===== config.mk =====
export PLATFORM = sky130hd
export DESIGN_NAME = sya_skew_top
export DESIGN_NICKNAME = d
export VERILOG_FILES = /design/src/common/skew_ctrl_pkg.sv /design/src/common/skew_cfg_pkg.sv /design/src/hw/sya_skew_top.sv /design/src/hw/cfg_regs.sv /design/src/hw/skew_buffer/skew_buffer.sv /design/src/hw/skew_buffer/bank_ram.sv
export SDC_FILE = /design/constraint.sdc
export NUM_CORES = 2
export LEC_CHECK = 0
export BUFFER_PORTS_ARGS = -buffer_cell sky130_fd_sc_hd__buf_2
export CAP_MARGIN = 15
export CORE_MARGIN = 8
export CORE_UTILIZATION = 60
export DETAILED_ROUTE_END_ITERATION = 8
export HOLD_SLACK_MARGIN = 0.08
export PLACE_DENSITY = 0.76
export RECOVER_POWER = 50
export SYNTH_ARGS = -nofsm -noshare
export SYNTH_HDL_FRONTEND = slang
export SYNTH_SLANG_ARGS = --single-unit

===== constraint.sdc =====
create_clock -name clk -period 63.8 [get_ports clk]
set_input_delay 3.19 -clock clk [delete_from_list [all_inputs] [get_ports clk]]
set_output_delay 3.19 -clock clk [all_outputs]
set_load 0.01 [all_outputs]

===== src/common/skew_ctrl_pkg.sv =====
// Buffer phase enum, register map offsets, field positions and AXI response codes
`default_nettype none

package skew_ctrl_pkg;

    // Write phase fills the banks, read phase sweeps them
    typedef enum logic {
        PH_WRITE = 1'b0,
        PH_READ  = 1'b1
    } phase_e;

    // Register offsets, byte addressed
    localparam logic [7:0] REG_CTRL      = 8'h00;
    localparam logic [7:0] REG_BYTE_STEP = 8'h04;
    localparam logic [7:0] REG_WB_STEP   = 8'h08;
    localparam logic [7:0] REG_RD_LEN    = 8'h0C;
    localparam logic [7:0] REG_STATUS    = 8'h10;  // Read only

    // Field positions
    localparam int CTRL_RECT_BIT  = 0;  // Rectangle mode
    localparam int CTRL_CLEAR_BIT = 1;  // Soft clear, self clearing
    localparam int STATUS_CNT_LSB = 8;  // Beat count starts here

    // AXI response codes
    localparam logic [1:0] RESP_OKAY   = 2'b00;
    localparam logic [1:0] RESP_SLVERR = 2'b10;

endpackage : skew_ctrl_pkg

`default_nettype wire


===== src/common/skew_cfg_pkg.sv =====
// Default sizes, lane/address/count typedefs and AXI4-Lite widths
`default_nettype none

package skew_cfg_pkg;

    // =========================================================================
    // Default array geometry
    // =========================================================================
    localparam int DEF_LANES  = 8;  // Lanes per beat
    localparam int DEF_DATA_W = 8;  // Bits per lane value
    localparam int DEF_ADDR_W = 6;  // Bank address bits, 64 deep

    // One lane value at the default width
    typedef logic [DEF_DATA_W-1:0] lane_t;

    // Bank address and address-plus-one counts
    typedef logic [DEF_ADDR_W-1:0] addr_t;
    typedef logic [DEF_ADDR_W:0]   cnt_t;  // Holds 0 .. depth inclusive

    // =========================================================================
    // Register bus
    // =========================================================================
    localparam int AXIL_ADDR_W = 8;   // Byte address into the register file
    localparam int AXIL_DATA_W = 32;

endpackage : skew_cfg_pkg

`default_nettype wire

===== src/hw/sya_skew_top.sv =====
// Top level joining the register slave and the skew buffer
`timescale 1ns/1ps
`default_nettype none

module sya_skew_top
    import skew_cfg_pkg::*;
    import skew_ctrl_pkg::*;
#(
    parameter int LANES  = DEF_LANES,
    parameter int DATA_W = DEF_DATA_W,
    parameter int ADDR_W = DEF_ADDR_W
) (
    input  wire                          clk,
    input  wire                          rst_n,
    // AXI4-Lite slave
    input  wire [AXIL_ADDR_W-1:0]        s_awaddr_i,
    input  wire                          s_awvalid_i,
    output logic                         s_awready_o,
    input  wire [AXIL_DATA_W-1:0]        s_wdata_i,
    input  wire [AXIL_DATA_W/8-1:0]      s_wstrb_i,
    input  wire                          s_wvalid_i,
    output logic                         s_wready_o,
    output logic [1:0]                   s_bresp_o,
    output logic                         s_bvalid_o,
    input  wire                          s_bready_i,
    input  wire [AXIL_ADDR_W-1:0]        s_araddr_i,
    input  wire                          s_arvalid_i,
    output logic                         s_arready_o,
    output logic [AXIL_DATA_W-1:0]       s_rdata_o,
    output logic [1:0]                   s_rresp_o,
    output logic                         s_rvalid_o,
    input  wire                          s_rready_i,
    // Data in and out
    input  wire [LANES-1:0][DATA_W-1:0]  din_i,
    input  wire                          din_valid_i,
    input  wire                          din_last_i,
    output logic                         din_ready_o,
    output logic [LANES-1:0][DATA_W-1:0] dout_o,
    output logic                         dout_valid_o,
    input  wire                          dout_ready_i
);

    logic   rect_mode, soft_clear;
    addr_t  byte_step, wb_step;
    cnt_t   rd_len, beat_cnt;
    phase_e phase;

    cfg_regs #(
        .LANES (LANES)
    ) u_regs (
        .clk          (clk),
        .rst_n        (rst_n),
        .s_awaddr_i   (s_awaddr_i),
        .s_awvalid_i  (s_awvalid_i),
        .s_awready_o  (s_awready_o),
        .s_wdata_i    (s_wdata_i),
        .s_wstrb_i    (s_wstrb_i),
        .s_wvalid_i   (s_wvalid_i),
        .s_wready_o   (s_wready_o),
        .s_bresp_o    (s_bresp_o),
        .s_bvalid_o   (s_bvalid_o),
        .s_bready_i   (s_bready_i),
        .s_araddr_i   (s_araddr_i),
        .s_arvalid_i  (s_arvalid_i),
        .s_arready_o  (s_arready_o),
        .s_rdata_o    (s_rdata_o),
        .s_rresp_o    (s_rresp_o),
        .s_rvalid_o   (s_rvalid_o),
        .s_rready_i   (s_rready_i),
        .rect_mode_o  (rect_mode),
        .byte_step_o  (byte_step),
        .wb_step_o    (wb_step),
        .rd_len_o     (rd_len),
        .soft_clear_o (soft_clear),
        .phase_i      (phase),
        .beat_cnt_i   (beat_cnt)
    );

    skew_buffer #(
        .LANES  (LANES),
        .DATA_W (DATA_W),
        .ADDR_W (ADDR_W)
    ) u_skew (
        .clk          (clk),
        .rst_n        (rst_n),
        .rect_mode_i  (rect_mode),
        .byte_step_i  (byte_step),
        .wb_step_i    (wb_step),
        .rd_len_i     (rd_len),
        .soft_clear_i (soft_clear),
        .din_i        (din_i),
        .din_valid_i  (din_valid_i),
        .din_last_i   (din_last_i),
        .din_ready_o  (din_ready_o),
        .dout_o       (dout_o),
        .dout_valid_o (dout_valid_o),
        .dout_ready_i (dout_ready_i),
        .phase_o      (phase),
        .beat_cnt_o   (beat_cnt)
    );

endmodule : sya_skew_top

`default_nettype wire


===== src/hw/cfg_regs.sv =====
// AXI4-Lite register slave for mode, steps, read length and status
`timescale 1ns/1ps
`default_nettype none

module cfg_regs
    import skew_cfg_pkg::*;
    import skew_ctrl_pkg::*;
#(
    parameter int LANES = DEF_LANES
) (
    input  wire                     clk,
    input  wire                     rst_n,
    // AXI4-Lite slave
    input  wire [AXIL_ADDR_W-1:0]   s_awaddr_i,
    input  wire                     s_awvalid_i,
    output logic                    s_awready_o,
    input  wire [AXIL_DATA_W-1:0]   s_wdata_i,
    input  wire [AXIL_DATA_W/8-1:0] s_wstrb_i,
    input  wire                     s_wvalid_i,
    output logic                    s_wready_o,
    output logic [1:0]              s_bresp_o,
    output logic                    s_bvalid_o,
    input  wire                     s_bready_i,
    input  wire [AXIL_ADDR_W-1:0]   s_araddr_i,
    input  wire                     s_arvalid_i,
    output logic                    s_arready_o,
    output logic [AXIL_DATA_W-1:0]  s_rdata_o,
    output logic [1:0]              s_rresp_o,
    output logic                    s_rvalid_o,
    input  wire                     s_rready_i,
    // Configuration out
    output logic                    rect_mode_o,
    output addr_t                   byte_step_o,
    output addr_t                   wb_step_o,
    output cnt_t                    rd_len_o,
    output logic                    soft_clear_o,
    // Status in
    input  wire phase_e             phase_i,
    input  wire cnt_t               beat_cnt_i
);

    logic                   aw_done_q, w_done_q;   // Channel already taken
    logic [AXIL_ADDR_W-1:0] awaddr_q, wr_addr;
    logic [AXIL_DATA_W-1:0] wdata_q, wr_data, rd_word;
    logic                   wstrb0_q, wr_strb0;
    logic                   aw_fire, w_fire, wr_go, wr_ok, rd_ok;

    // =========================================================================
    // Write side
    // =========================================================================
    assign s_awready_o = !aw_done_q && !s_bvalid_o;
    assign s_wready_o  = !w_done_q && !s_bvalid_o;
    assign aw_fire     = s_awvalid_i && s_awready_o;
    assign w_fire      = s_wvalid_i && s_wready_o;
    assign wr_go       = (aw_done_q || aw_fire) && (w_done_q || w_fire);

    // Held copy or live bus
    assign wr_addr  = aw_done_q ? awaddr_q : s_awaddr_i;
    assign wr_data  = w_done_q ? wdata_q : s_wdata_i;
    assign wr_strb0 = w_done_q ? wstrb0_q : s_wstrb_i[0];
    assign wr_ok    = wr_addr inside {REG_CTRL, REG_BYTE_STEP, REG_WB_STEP, REG_RD_LEN};

    always_ff @(posedge clk or negedge rst_n) begin
        if (!rst_n) begin
            aw_done_q    <= 1'b0;
            w_done_q     <= 1'b0;
            s_bvalid_o   <= 1'b0;
            s_bresp_o    <= RESP_OKAY;
            rect_mode_o  <= 1'b0;          // Triangle
            byte_step_o  <= addr_t'(1);
            wb_step_o    <= addr_t'(LANES);
            rd_len_o     <= '0;
            soft_clear_o <= 1'b0;
        end else begin
            soft_clear_o <= 1'b0;          // Pulse only
            if (s_bvalid_o && s_bready_i) s_bvalid_o <= 1'b0;
            if (wr_go) begin
                aw_done_q  <= 1'b0;
                w_done_q   <= 1'b0;
                s_bvalid_o <= 1'b1;
                s_bresp_o  <= wr_ok ? RESP_OKAY : RESP_SLVERR;
                if (wr_strb0) begin        // All fields sit in byte 0
                    case (wr_addr)
                        REG_CTRL: begin
                            rect_mode_o  <= wr_data[CTRL_RECT_BIT];
                            soft_clear_o <= wr_data[CTRL_CLEAR_BIT];
                        end
                        REG_BYTE_STEP: byte_step_o <= addr_t'(wr_data);
                        REG_WB_STEP:   wb_step_o   <= addr_t'(wr_data);
                        REG_RD_LEN:    rd_len_o    <= cnt_t'(wr_data);
                        default: ;                 // Error already flagged
                    endcase
                end
            end else begin
                if (aw_fire) aw_done_q <= 1'b1;
                if (w_fire)  w_done_q  <= 1'b1;
            end
        end
    end

    // Payload holding, no reset
    always_ff @(posedge clk) begin
        if (aw_fire) awaddr_q <= s_awaddr_i;
        if (w_fire) begin
            wdata_q  <= s_wdata_i;
            wstrb0_q <= s_wstrb_i[0];
        end
    end

    // =========================================================================
    // Read side
    // =========================================================================
    always_comb begin
        rd_word = '0;
        rd_ok   = 1'b1;
        case (s_araddr_i)
            REG_CTRL:      rd_word[CTRL_RECT_BIT] = rect_mode_o;  // Clear bit reads 0
            REG_BYTE_STEP: rd_word = AXIL_DATA_W'(byte_step_o);
            REG_WB_STEP:   rd_word = AXIL_DATA_W'(wb_step_o);
            REG_RD_LEN:    rd_word = AXIL_DATA_W'(rd_len_o);
            REG_STATUS: begin
                rd_word[0] = phase_i;
                rd_word[STATUS_CNT_LSB +: $bits(cnt_t)] = beat_cnt_i;
            end
            default:       rd_ok = 1'b0;
        endcase
    end

    assign s_arready_o = !s_rvalid_o;

    always_ff @(posedge clk or negedge rst_n) begin
        if (!rst_n) begin
            s_rvalid_o <= 1'b0;
            s_rresp_o  <= RESP_OKAY;
            s_rdata_o  <= '0;
        end else if (s_arvalid_i && s_arready_o) begin
            s_rvalid_o <= 1'b1;
            s_rresp_o  <= rd_ok ? RESP_OKAY : RESP_SLVERR;
            s_rdata_o  <= rd_word;
        end else if (s_rready_i) begin
            s_rvalid_o <= 1'b0;
        end
    end

    // Write response waits for the master
    a_b_hold: assert property (@(posedge clk) disable iff (!rst_n)
        s_bvalid_o && !s_bready_i |=> s_bvalid_o && $stable(s_bresp_o));

endmodule : cfg_regs

`default_nettype wire


===== src/hw/skew_buffer/skew_buffer.sv =====
// Phase FSM, write/read pointers, group counter, lane address scatter and bank array
`timescale 1ns/1ps
`default_nettype none

module skew_buffer
    import skew_cfg_pkg::*;
    import skew_ctrl_pkg::*;
#(
    parameter int LANES  = DEF_LANES,
    parameter int DATA_W = DEF_DATA_W,
    parameter int ADDR_W = DEF_ADDR_W
) (
    input  wire                          clk,
    input  wire                          rst_n,
    // Configuration
    input  wire                          rect_mode_i,
    input  wire addr_t                   byte_step_i,
    input  wire addr_t                   wb_step_i,
    input  wire cnt_t                    rd_len_i,
    input  wire                          soft_clear_i,
    // Beat input
    input  wire [LANES-1:0][DATA_W-1:0]  din_i,
    input  wire                          din_valid_i,
    input  wire                          din_last_i,
    output logic                         din_ready_o,
    // Skewed word output
    output logic [LANES-1:0][DATA_W-1:0] dout_o,
    output logic                         dout_valid_o,
    input  wire                          dout_ready_i,
    // Status
    output phase_e                       phase_o,
    output cnt_t                         beat_cnt_o
);

    localparam int DEPTH = 2**ADDR_W;
    localparam int MW    = 2*ADDR_W + $clog2(LANES) + 2;  // Room for step products

    phase_e         phase_q, phase_d;
    cnt_t           beat_cnt_q;        // Beats this frame whose low bits are the write pointer
    addr_t          wr_ptr;
    addr_t          grp_q;             // Triangle wrap groups done
    cnt_t           rd_ptr_q;          // Next address to issue
    cnt_t           out_cnt_q;         // Words handed out
    logic [MW-1:0]  lim_w;             // byte_step * wb_step
    logic           push, pop, issue, rd_en, rd_done, grp_hit;
    logic [LANES-1:0] bank_valid, bank_accept;
    addr_t          wr_addr [LANES];

    // =========================================================================
    // Handshakes
    // =========================================================================
    assign din_ready_o  = (phase_q == PH_WRITE);
    assign push         = din_valid_i && din_ready_o;
    assign dout_valid_o = &bank_valid;
    assign pop          = dout_valid_o && dout_ready_i;

    // Issue a bank read while addresses remain
    assign rd_en = (phase_q == PH_READ) && (rd_ptr_q < rd_len_i) && !soft_clear_i;
    assign issue = rd_en && (&bank_accept);

    // Last word taken or nothing to read
    assign rd_done = (phase_q == PH_READ) &&
                     ((rd_len_i == '0) || (pop && out_cnt_q == rd_len_i - 1'b1));

    assign wr_ptr  = addr_t'(beat_cnt_q);
    assign lim_w   = MW'(byte_step_i) * MW'(wb_step_i);
    assign grp_hit = (lim_w != '0) &&
                     ((MW'(wr_ptr) % lim_w) == MW'(wb_step_i) - MW'(byte_step_i));

    // =========================================================================
    // Phase FSM
    // =========================================================================
    always_comb begin
        phase_d = phase_q;
        case (phase_q)
            PH_WRITE: if (push && din_last_i) phase_d = PH_READ;
            PH_READ:  if (rd_done) phase_d = PH_WRITE;
        endcase
        if (soft_clear_i) begin
            phase_d = PH_WRITE;  // Abort from anywhere
        end
    end

    always_ff @(posedge clk or negedge rst_n) begin
        if (!rst_n) begin
            phase_q    <= PH_WRITE;
            beat_cnt_q <= '0;
            grp_q      <= '0;
            rd_ptr_q   <= '0;
            out_cnt_q  <= '0;
        end else begin
            phase_q <= phase_d;
            if (soft_clear_i || rd_done) begin
                beat_cnt_q <= '0;  // New frame from address 0
                grp_q      <= '0;
                rd_ptr_q   <= '0;
                out_cnt_q  <= '0;
            end else begin
                if (push) begin
                    beat_cnt_q <= beat_cnt_q + 1'b1;
                    if (grp_hit) begin
                        grp_q <= grp_q + 1'b1;
                    end
                end
                if (issue) rd_ptr_q <= rd_ptr_q + 1'b1;
                if (pop)   out_cnt_q <= out_cnt_q + 1'b1;
            end
        end
    end

    assign phase_o    = phase_q;
    assign beat_cnt_o = beat_cnt_q;

    // =========================================================================
    // Lane address scatter and banks
    // =========================================================================
    for (genvar i = 0; i < LANES; i++) begin : g_lane
        logic [MW-1:0] off, sum;

        assign off = MW'(byte_step_i) * MW'(i);
        assign sum = MW'(wr_ptr) + off;

        // Rectangle wraps once at the product and triangle skews by lane
        assign wr_addr[i] = rect_mode_i ? addr_t'((sum >= lim_w) ? sum - lim_w : sum)
                                        : addr_t'(MW'(wr_ptr) - off + MW'(grp_q));

        bank_ram #(
            .DATA_W (DATA_W),
            .ADDR_W (ADDR_W)
        ) u_bank (
            .clk         (clk),
            .rst_n       (rst_n),
            .wr_en_i     (push),
            .wr_addr_i   (wr_addr[i]),
            .wr_data_i   (din_i[i]),
            .rd_en_i     (rd_en),
            .rd_addr_i   (addr_t'(rd_ptr_q)),   // Same address in every bank
            .rd_data_o   (dout_o[i]),
            .rd_valid_o  (bank_valid[i]),
            .rd_ready_i  (dout_ready_i || soft_clear_i),  // Clear flushes held word
            .rd_accept_o (bank_accept[i])
        );
    end

    // At most one issued word not yet taken
    a_in_flight: assert property (@(posedge clk) disable iff (!rst_n)
        rd_ptr_q - out_cnt_q <= cnt_t'(1));

    // Rectangle must fit in the banks
    a_rect_fits: assert property (@(posedge clk) disable iff (!rst_n)
        rect_mode_i && push |-> lim_w <= MW'(DEPTH));

endmodule : skew_buffer

`default_nettype wire


===== src/hw/skew_buffer/bank_ram.sv =====
// Single lane storage bank with registered read port and output hold
`timescale 1ns/1ps
`default_nettype none

module bank_ram
    import skew_cfg_pkg::*;
#(
    parameter int DATA_W = DEF_DATA_W,
    parameter int ADDR_W = DEF_ADDR_W
) (
    input  wire               clk,
    input  wire               rst_n,
    // Write port
    input  wire               wr_en_i,
    input  wire addr_t        wr_addr_i,
    input  wire [DATA_W-1:0]  wr_data_i,
    // Read port
    input  wire               rd_en_i,
    input  wire addr_t        rd_addr_i,
    output logic [DATA_W-1:0] rd_data_o,
    output logic              rd_valid_o,
    input  wire               rd_ready_i,
    output logic              rd_accept_o
);

    localparam int DEPTH = 2**ADDR_W;

    logic [DATA_W-1:0] mem [DEPTH];  // No reset on storage

    // Output register free, or emptying this cycle
    assign rd_accept_o = !rd_valid_o || rd_ready_i;

    always_ff @(posedge clk) begin
        if (wr_en_i) begin
            mem[wr_addr_i] <= wr_data_i;
        end
        if (rd_en_i && rd_accept_o) begin
            rd_data_o <= mem[rd_addr_i];  // One cycle latency
        end
    end

    always_ff @(posedge clk or negedge rst_n) begin
        if (!rst_n) begin
            rd_valid_o <= 1'b0;
        end else if (rd_accept_o) begin
            rd_valid_o <= rd_en_i;  // Refill or drain
        end
    end

    // Stalled word stays put until taken
    a_hold_stable: assert property (@(posedge clk) disable iff (!rst_n)
        rd_valid_o && !rd_ready_i |=> rd_valid_o && $stable(rd_data_o));

endmodule : bank_ram

`default_nettype wire


Yosys cells after proc, flatten, opt, wreduce, memory -nomap -nowiden
Memory sizes are Yosys's and may differ from the RTL's. A register that Yosys moved wholly into a read port is not among the register bits. Cells that the tools add are included.

Input port bits: 126. Output and inout bits: 107. Word-level logic and storage cells: 219. Bits in registers: 96. Memories: 8. RAM bits: 4096.

Add/subtract/negate cells: 36. Equal/unequal tests: 9. Multiplexer cells: 51. Div/mod/pow operators: 1. Bitwise gates (word level): 1. Reduce and logical (&&, ||, !) cells: 71. Order comparisons: 9. Multipliers: 5.

Memory list: u_skew.g_lane[0].u_bank.mem (depth 64, bits a word 8, read ports 1, clocked after Yosys merged registers in 1, write ports 1, line bank_ram.sv:28) `logic [DATA_W-1:0] mem [DEPTH];`; u_skew.g_lane[1].u_bank.mem (depth 64, bits a word 8, read ports 1, clocked after Yosys merged registers in 1, write ports 1, line bank_ram.sv:28); u_skew.g_lane[2].u_bank.mem (depth 64, bits a word 8, read ports 1, clocked after Yosys merged registers in 1, write ports 1, line bank_ram.sv:28); u_skew.g_lane[3].u_bank.mem (depth 64, bits a word 8, read ports 1, clocked after Yosys merged registers in 1, write ports 1, line bank_ram.sv:28); u_skew.g_lane[4].u_bank.mem (depth 64, bits a word 8, read ports 1, clocked after Yosys merged registers in 1, write ports 1, line bank_ram.sv:28); u_skew.g_lane[5].u_bank.mem (depth 64, bits a word 8, read ports 1, clocked after Yosys merged registers in 1, write ports 1, line bank_ram.sv:28); 2 more memories.

Operators with widths (count): $mux W6 (19); $sub A6 B6 Y6 (15); $mux W7 (8); $add A6 B6 Y6 (8); $ge A10 B12 Y1 (3); $eq A8 B4 Y1 const B (4); $add A6 B9 Y10 (3); $ge A9 B12 Y1 (2); $logic_and A1 B1 Y1 (24); $add A7 B1 Y7 const B (3); $add A6 B8 Y9 (2); $mul A6 B3 Y9 const B (2); $mux W1 (18); $pmux W6 S3 (1); $eq A17 B17 Y1 (1); $mod A6 B12 Y17 (1); $reduce_bool A17 Y1 (1); $eq A8 B3 Y1 const B (2); $logic_not A8 Y1 (2); $mul A6 B2 Y8 const B (2); $reduce_and A8 Y1 (2); $reduce_bool A2 Y1 (8); $logic_not A1 Y1 (13); $logic_or A1 B1 Y1 (13); other kinds (22) (26).

Logic depth before layout (Yosys ltp)
Word-level depth: 8. Depth in mapped cells: 168. Gate-level depth less buffers: 161.

By module
Synthesis repeated with hierarchy kept, for this count alone.

Cell total of the unflattened synthesis: 10047. Area, all modules: 182568.8 sq um.

Modules (own cells, without submodules): bank_ram (instances 8, cells each 928, seq. area each 15640.0 sq um, area an instance 20203.1 sq um); skew_buffer (instances 1, cells each 2434, seq. area each 700.7 sq um, area an instance 18337.6 sq um); cfg_regs (instances 1, cells each 189, seq. area each 1508.9 sq um, area an instance 2606.2 sq um).

Worst setup path after synthesis
OpenSTA, ideal clock, no wires.

Path type: reg-to-reg. From: register u_regs.byte_step_o[1]. To: register u_skew.grp_q[2]. Cell stages (with the launch flop): 152. Period minus slack after synthesis: 33.863 ns. Path slack: 29.937 ns. Library setup time: 0.127 ns. Data required time: 63.673 ns. Path buffers: 10. Data arrival time: 33.736 ns. Path through: dfrtp_1 -> and2_1 -> fa_1 -> fa_1 -> inv_1 -> fa_1 -> inv_1 -> ha_1 -> buf_2 -> nor2_1 -> a2111oi_4 -> or3_1 -> and2_1 -> inv_1 -> nand3_1 -> nor2_1 -> and3_1 -> ha_1 -> [... 116 more ...] -> o21ai_0 -> a21boi_0 -> o21ai_0 -> a21oi_1 -> o21a_1 -> o21a_1 -> or2_2 -> a311oi_1 -> o2111a_1 -> or2_1 -> buf_4 -> nand3_2 -> buf_6 -> o211ai_2 -> nand3b_2 -> a2111oi_4 -> and4bb_1 -> mux2_1.

Longest elaborated chain between the ends: 6. Elaborated cells between the ends (all ways): 8. Those cells by class: add/sub (1); mul (1); div (1); eq/ne (1); reduce/logical (4).

Ends and longest elaborated chain: start: declaration (line cfg_regs.sv:33) `output addr_t byte_step_o,`; start signal: assignment (line cfg_regs.sv:70) `byte_step_o <= addr_t'(1);`; start signal: assignment (line cfg_regs.sv:88) `REG_BYTE_STEP: byte_step_o <= addr_t'(wr_data);`; $mul A6 B6 Y12 (line skew_buffer.sv:66) `assign lim_w = MW'(byte_step_i) * MW'(wb_step_i);`; $mod A6 B12 Y17 (line skew_buffer.sv:68) `((MW'(wr_ptr) % lim_w) == MW'(wb_step_i) - MW'(byte_step_i));`; $eq A17 B17 Y1 (line skew_buffer.sv:68); $logic_and A1 B1 Y1 (*) (line skew_buffer.sv:67) `assign grp_hit = (lim_w != '0) &&`; $reduce_bool A2 Y1 (no line) (*); $reduce_and A2 Y1 (no line) (*); end signal: assignment (line skew_buffer.sv:102) `grp_q <= grp_q + 1'b1;`; end: declaration (line skew_buffer.sv:41) `addr_t grp_q;`.

Every way passes the cells marked *; elsewhere a longest branch is shown, timed or not. A chain may end at the register's enable or synchronous reset.

Worst setup path after layout
From: register u_regs.byte_step_o[0]. To: register u_skew.grp_q[2].

The elaborated chain is that of the path after synthesis.

==> flow_metrics.env <==
export IMPL_layout_cells_non_filler=13900
export IMPL_synth_area_top_cells="edfxtp_1, mux4_2, ha_1, nor2_1, dfrtp_1"
export IMPL_initial_utilization=0.602
export IMPL_cts_resized_gates=0
export IMPL_outcome="complete, but fails checks"
export IMPL_cp_max_fo=22
export IMPL_die_area_mm2=0.319
export IMPL_dr_first_iter_drc_count=10600
export IMPL_dpl_hpwl_mm=254
export IMPL_maxCapViolations=72
export IMPL_drive_above_1_share=0.229
export IMPL_cp_arrival_ps=42490
export IMPL_relSlewSlack=-1.57
export IMPL_path_clk_slew_ps=60
export IMPL_grt_pass1_vias=94200
export IMPL_yosysSeqAreaShare=0.706
export IMPL_gp_congestion=0.878
export IMPL_die_width_um=564
export IMPL_rsz0062_at_grt="no"
export IMPL_setup_tns_ps=0
export IMPL_yosysMostFrequentCell="edfxtp_1"
export IMPL_violations="max-capacitance violations, max-slew violations"
export IMPL_cts_tree="built"
export IMPL_drcViolationCount=0
export IMPL_period_share=0.653
export IMPL_crit_required_ps=64600
export IMPL_root_buffer="clkbuf_16"
export IMPL_avgViaCountPerCell=6.68
export IMPL_rr_endpoint="u_skew.grp_q[2]"
export IMPL_synth_main_ff_cell="edfxtp_1"
export IMPL_hold_end="u_regs.s_rdata_o[0]"
export IMPL_yosysTopAreaCellShare=0.695
export IMPL_synth_common_cells="edfxtp_1, mux4_2, nor2_1"
export IMPL_yosysUniqueCellTypes=112
export IMPL_max_freq_mhz=24.0
export IMPL_routed_wl_mm=428
export IMPL_holdCritStartpoint="u_regs.s_rdata_o[0]"
export IMPL_fp_dieH_um=564
export IMPL_overflow=0
export IMPL_clockBufferDepth=4
export IMPL_fp_row_count=201
export IMPL_cts_setup_buffers=0
export IMPL_end_kind="flop"
export IMPL_grt_usage=0.265
export IMPL_ioPinCount=233
export IMPL_cts_hold_buffers_added=0
export IMPL_postSynthCellCount=9196
export IMPL_io_buffer_count=184
export IMPL_areaGrowthSynthToFinish_pct=10.3
export IMPL_drv_slew=3519
export IMPL_layout_min_cycle_time_ps=41690
export IMPL_final_hold_viol_count=0
export IMPL_dp_cells=13100
export IMPL_slowest_delay_ps=920
export IMPL_h_tree_depth=5
export IMPL_core_mm2=0.300
export IMPL_skew_ps=68.6
export IMPL_r2r_setup_slack_ps=22110
export IMPL_grt_pass1_wl_mm=627
export IMPL_r2r_cells=143
export IMPL_cts_sinks=4253
export IMPL_crit_slowest_cell="dfstp_2"
export IMPL_fin_nets=10100
export IMPL_cp_start_kind="flop"
export IMPL_synth_top_area_cell="edfxtp_1"
export IMPL_clkLatencyLatePin_ps=980
export IMPL_ys_warnings_count=0
export IMPL_fin_util=0.665
export IMPL_grt_antenna_before_repair=16
export IMPL_synth_avg_cell_area_um2=19.6
export IMPL_numCtsBuffers=409
export IMPL_hold_depth=2
export IMPL_ys_seq_elements=4253
export IMPL_cp_common_cell="a21oi_1"
export IMPL_setup_violations=0
export IMPL_reg2reg_from="u_regs.byte_step_o[0]"
export IMPL_tightestPinTransition_ps=3850
export IMPL_critPathKind="flop to flop"
export IMPL_num_vias=92800
export IMPL_synth_edf_count=4176
export IMPL_wl_per_cell_um=30.8
export IMPL_grt_max_degree=151
export IMPL_hp_class="flop to flop"
export IMPL_synth_area_mm2=0.180
export IMPL_dr_pass1_iters=8
export IMPL_ant_nets=0
export IMPL_synthArstFlopShare=0.0181
-- logic make-up (layout without fill, tap and decap cells) --
group                      count (synthesis)  in the layout  synth area share
AOI/OAI and AO/OA                        739            739            0.0275
muxes                                   1455           1455             0.174
buffers and inverters                    601           1307            0.0131
adders and majority gates                389            389            0.0296
other                                      1             42         0.0000208
xor gates and xnor gates                 242            242            0.0119
DFF                                     4253           4253             0.706
and+or+nand+nor                         1516           1516            0.0377
-- cells in the final DEF (no fill, tap or decap), types with 84 or more instances in the layout --
cell,instances
inv_1,199
clkinv_2,88
xor2_1,84
nor2_1,778
a21o_1,98
clkbuf_1,217
buf_2,116
clkinv_1,89
a21oi_1,240
clkbuf_16,412
o21ai_0,119
ha_1,326
mux4_2,1344
nand2_1,290
buf_4,90
xnor2_1,154
edfxtp_1,4176
-- worst max-delay path by stage --
stage | from | endpoint | cells after the start
after floorplan | u_regs.byte_step_o[1] | u_skew.grp_q[2] | 151
after global placement | u_regs.byte_step_o[0] | u_skew.grp_q[2] | 146
after detailed placement | u_regs.byte_step_o[0] | u_skew.grp_q[2] | 144
after CTS | u_regs.byte_step_o[0] | u_skew.grp_q[2] | 144
after global routing | u_regs.byte_step_o[0] | u_skew.grp_q[2] | 147
final | u_regs.byte_step_o[0] | u_skew.grp_q[2] | 143
-- worst max-delay path, delay by kind of cell (launching register included) --
family                     cells  cell delay (ps)
DFF                            1              920
muxes                          8             2900
AOI/OAI and AO/OA             71            21350
and+or+nand+nor               41             8860
buffers and inverters          5              990
adders and majority gates     18             6330
-- layout make-up --
class | instances | area [µm²]
clock inverter | 258 | 2520
multi-input combinational | 4373 | 50900
fill | 18600 | 100000
tap | 3958 | 4950
inverter | 202 | 763
clock buffer | 500 | 10700
antenna | 10 | 25.0
timing repair buffer | 347 | 1920
sequential | 4253 | 127000
-- routing by layer --
| layer | GRT usage | share of wire |
|---|---|---|
| met3 | 0.0457 | 0.092 |
| met2 | 0.434 | 0.49 |
| met5 | 0 | 0.00015 |
| met1 | 0.370 | 0.38 |
| met4 | 0.0833 | 0.035 |
-- metrics by stage --
stage | setup WS, ps | instance area, µm² | hold WS (ps)
floorplan | 29940 | 181000 | 470
CTS | 22930 | 199000 | 504
finish | 22110 | 199000 | 493
global route | 19660 | 199000 | 527
detailed placement | 23120 | 186000 | 490
global placement | 24000 | 186000 | 479
-- state kept, by name, summed over array words and instances, names as in the netlist, 7 cells and up --
name / count
u_skew.rd_ptr_q: 7
u_skew.out_cnt_q: 7
u_regs.s_rdata_o: 14
u_skew.g_lane.u_bank.mem: 4096
u_skew.g_lane.u_bank.rd_data_o: 64
u_skew.g_lane.u_bank.rd_valid_o: 8
u_regs.rd_len_o: 7
u_regs.awaddr_q: 8
u_regs.wdata_q: 7
u_skew.beat_cnt_o: 7
Power is not shown: default switching activity piles up to over one toggle a cycle in this logic, so the estimate is an artifact.
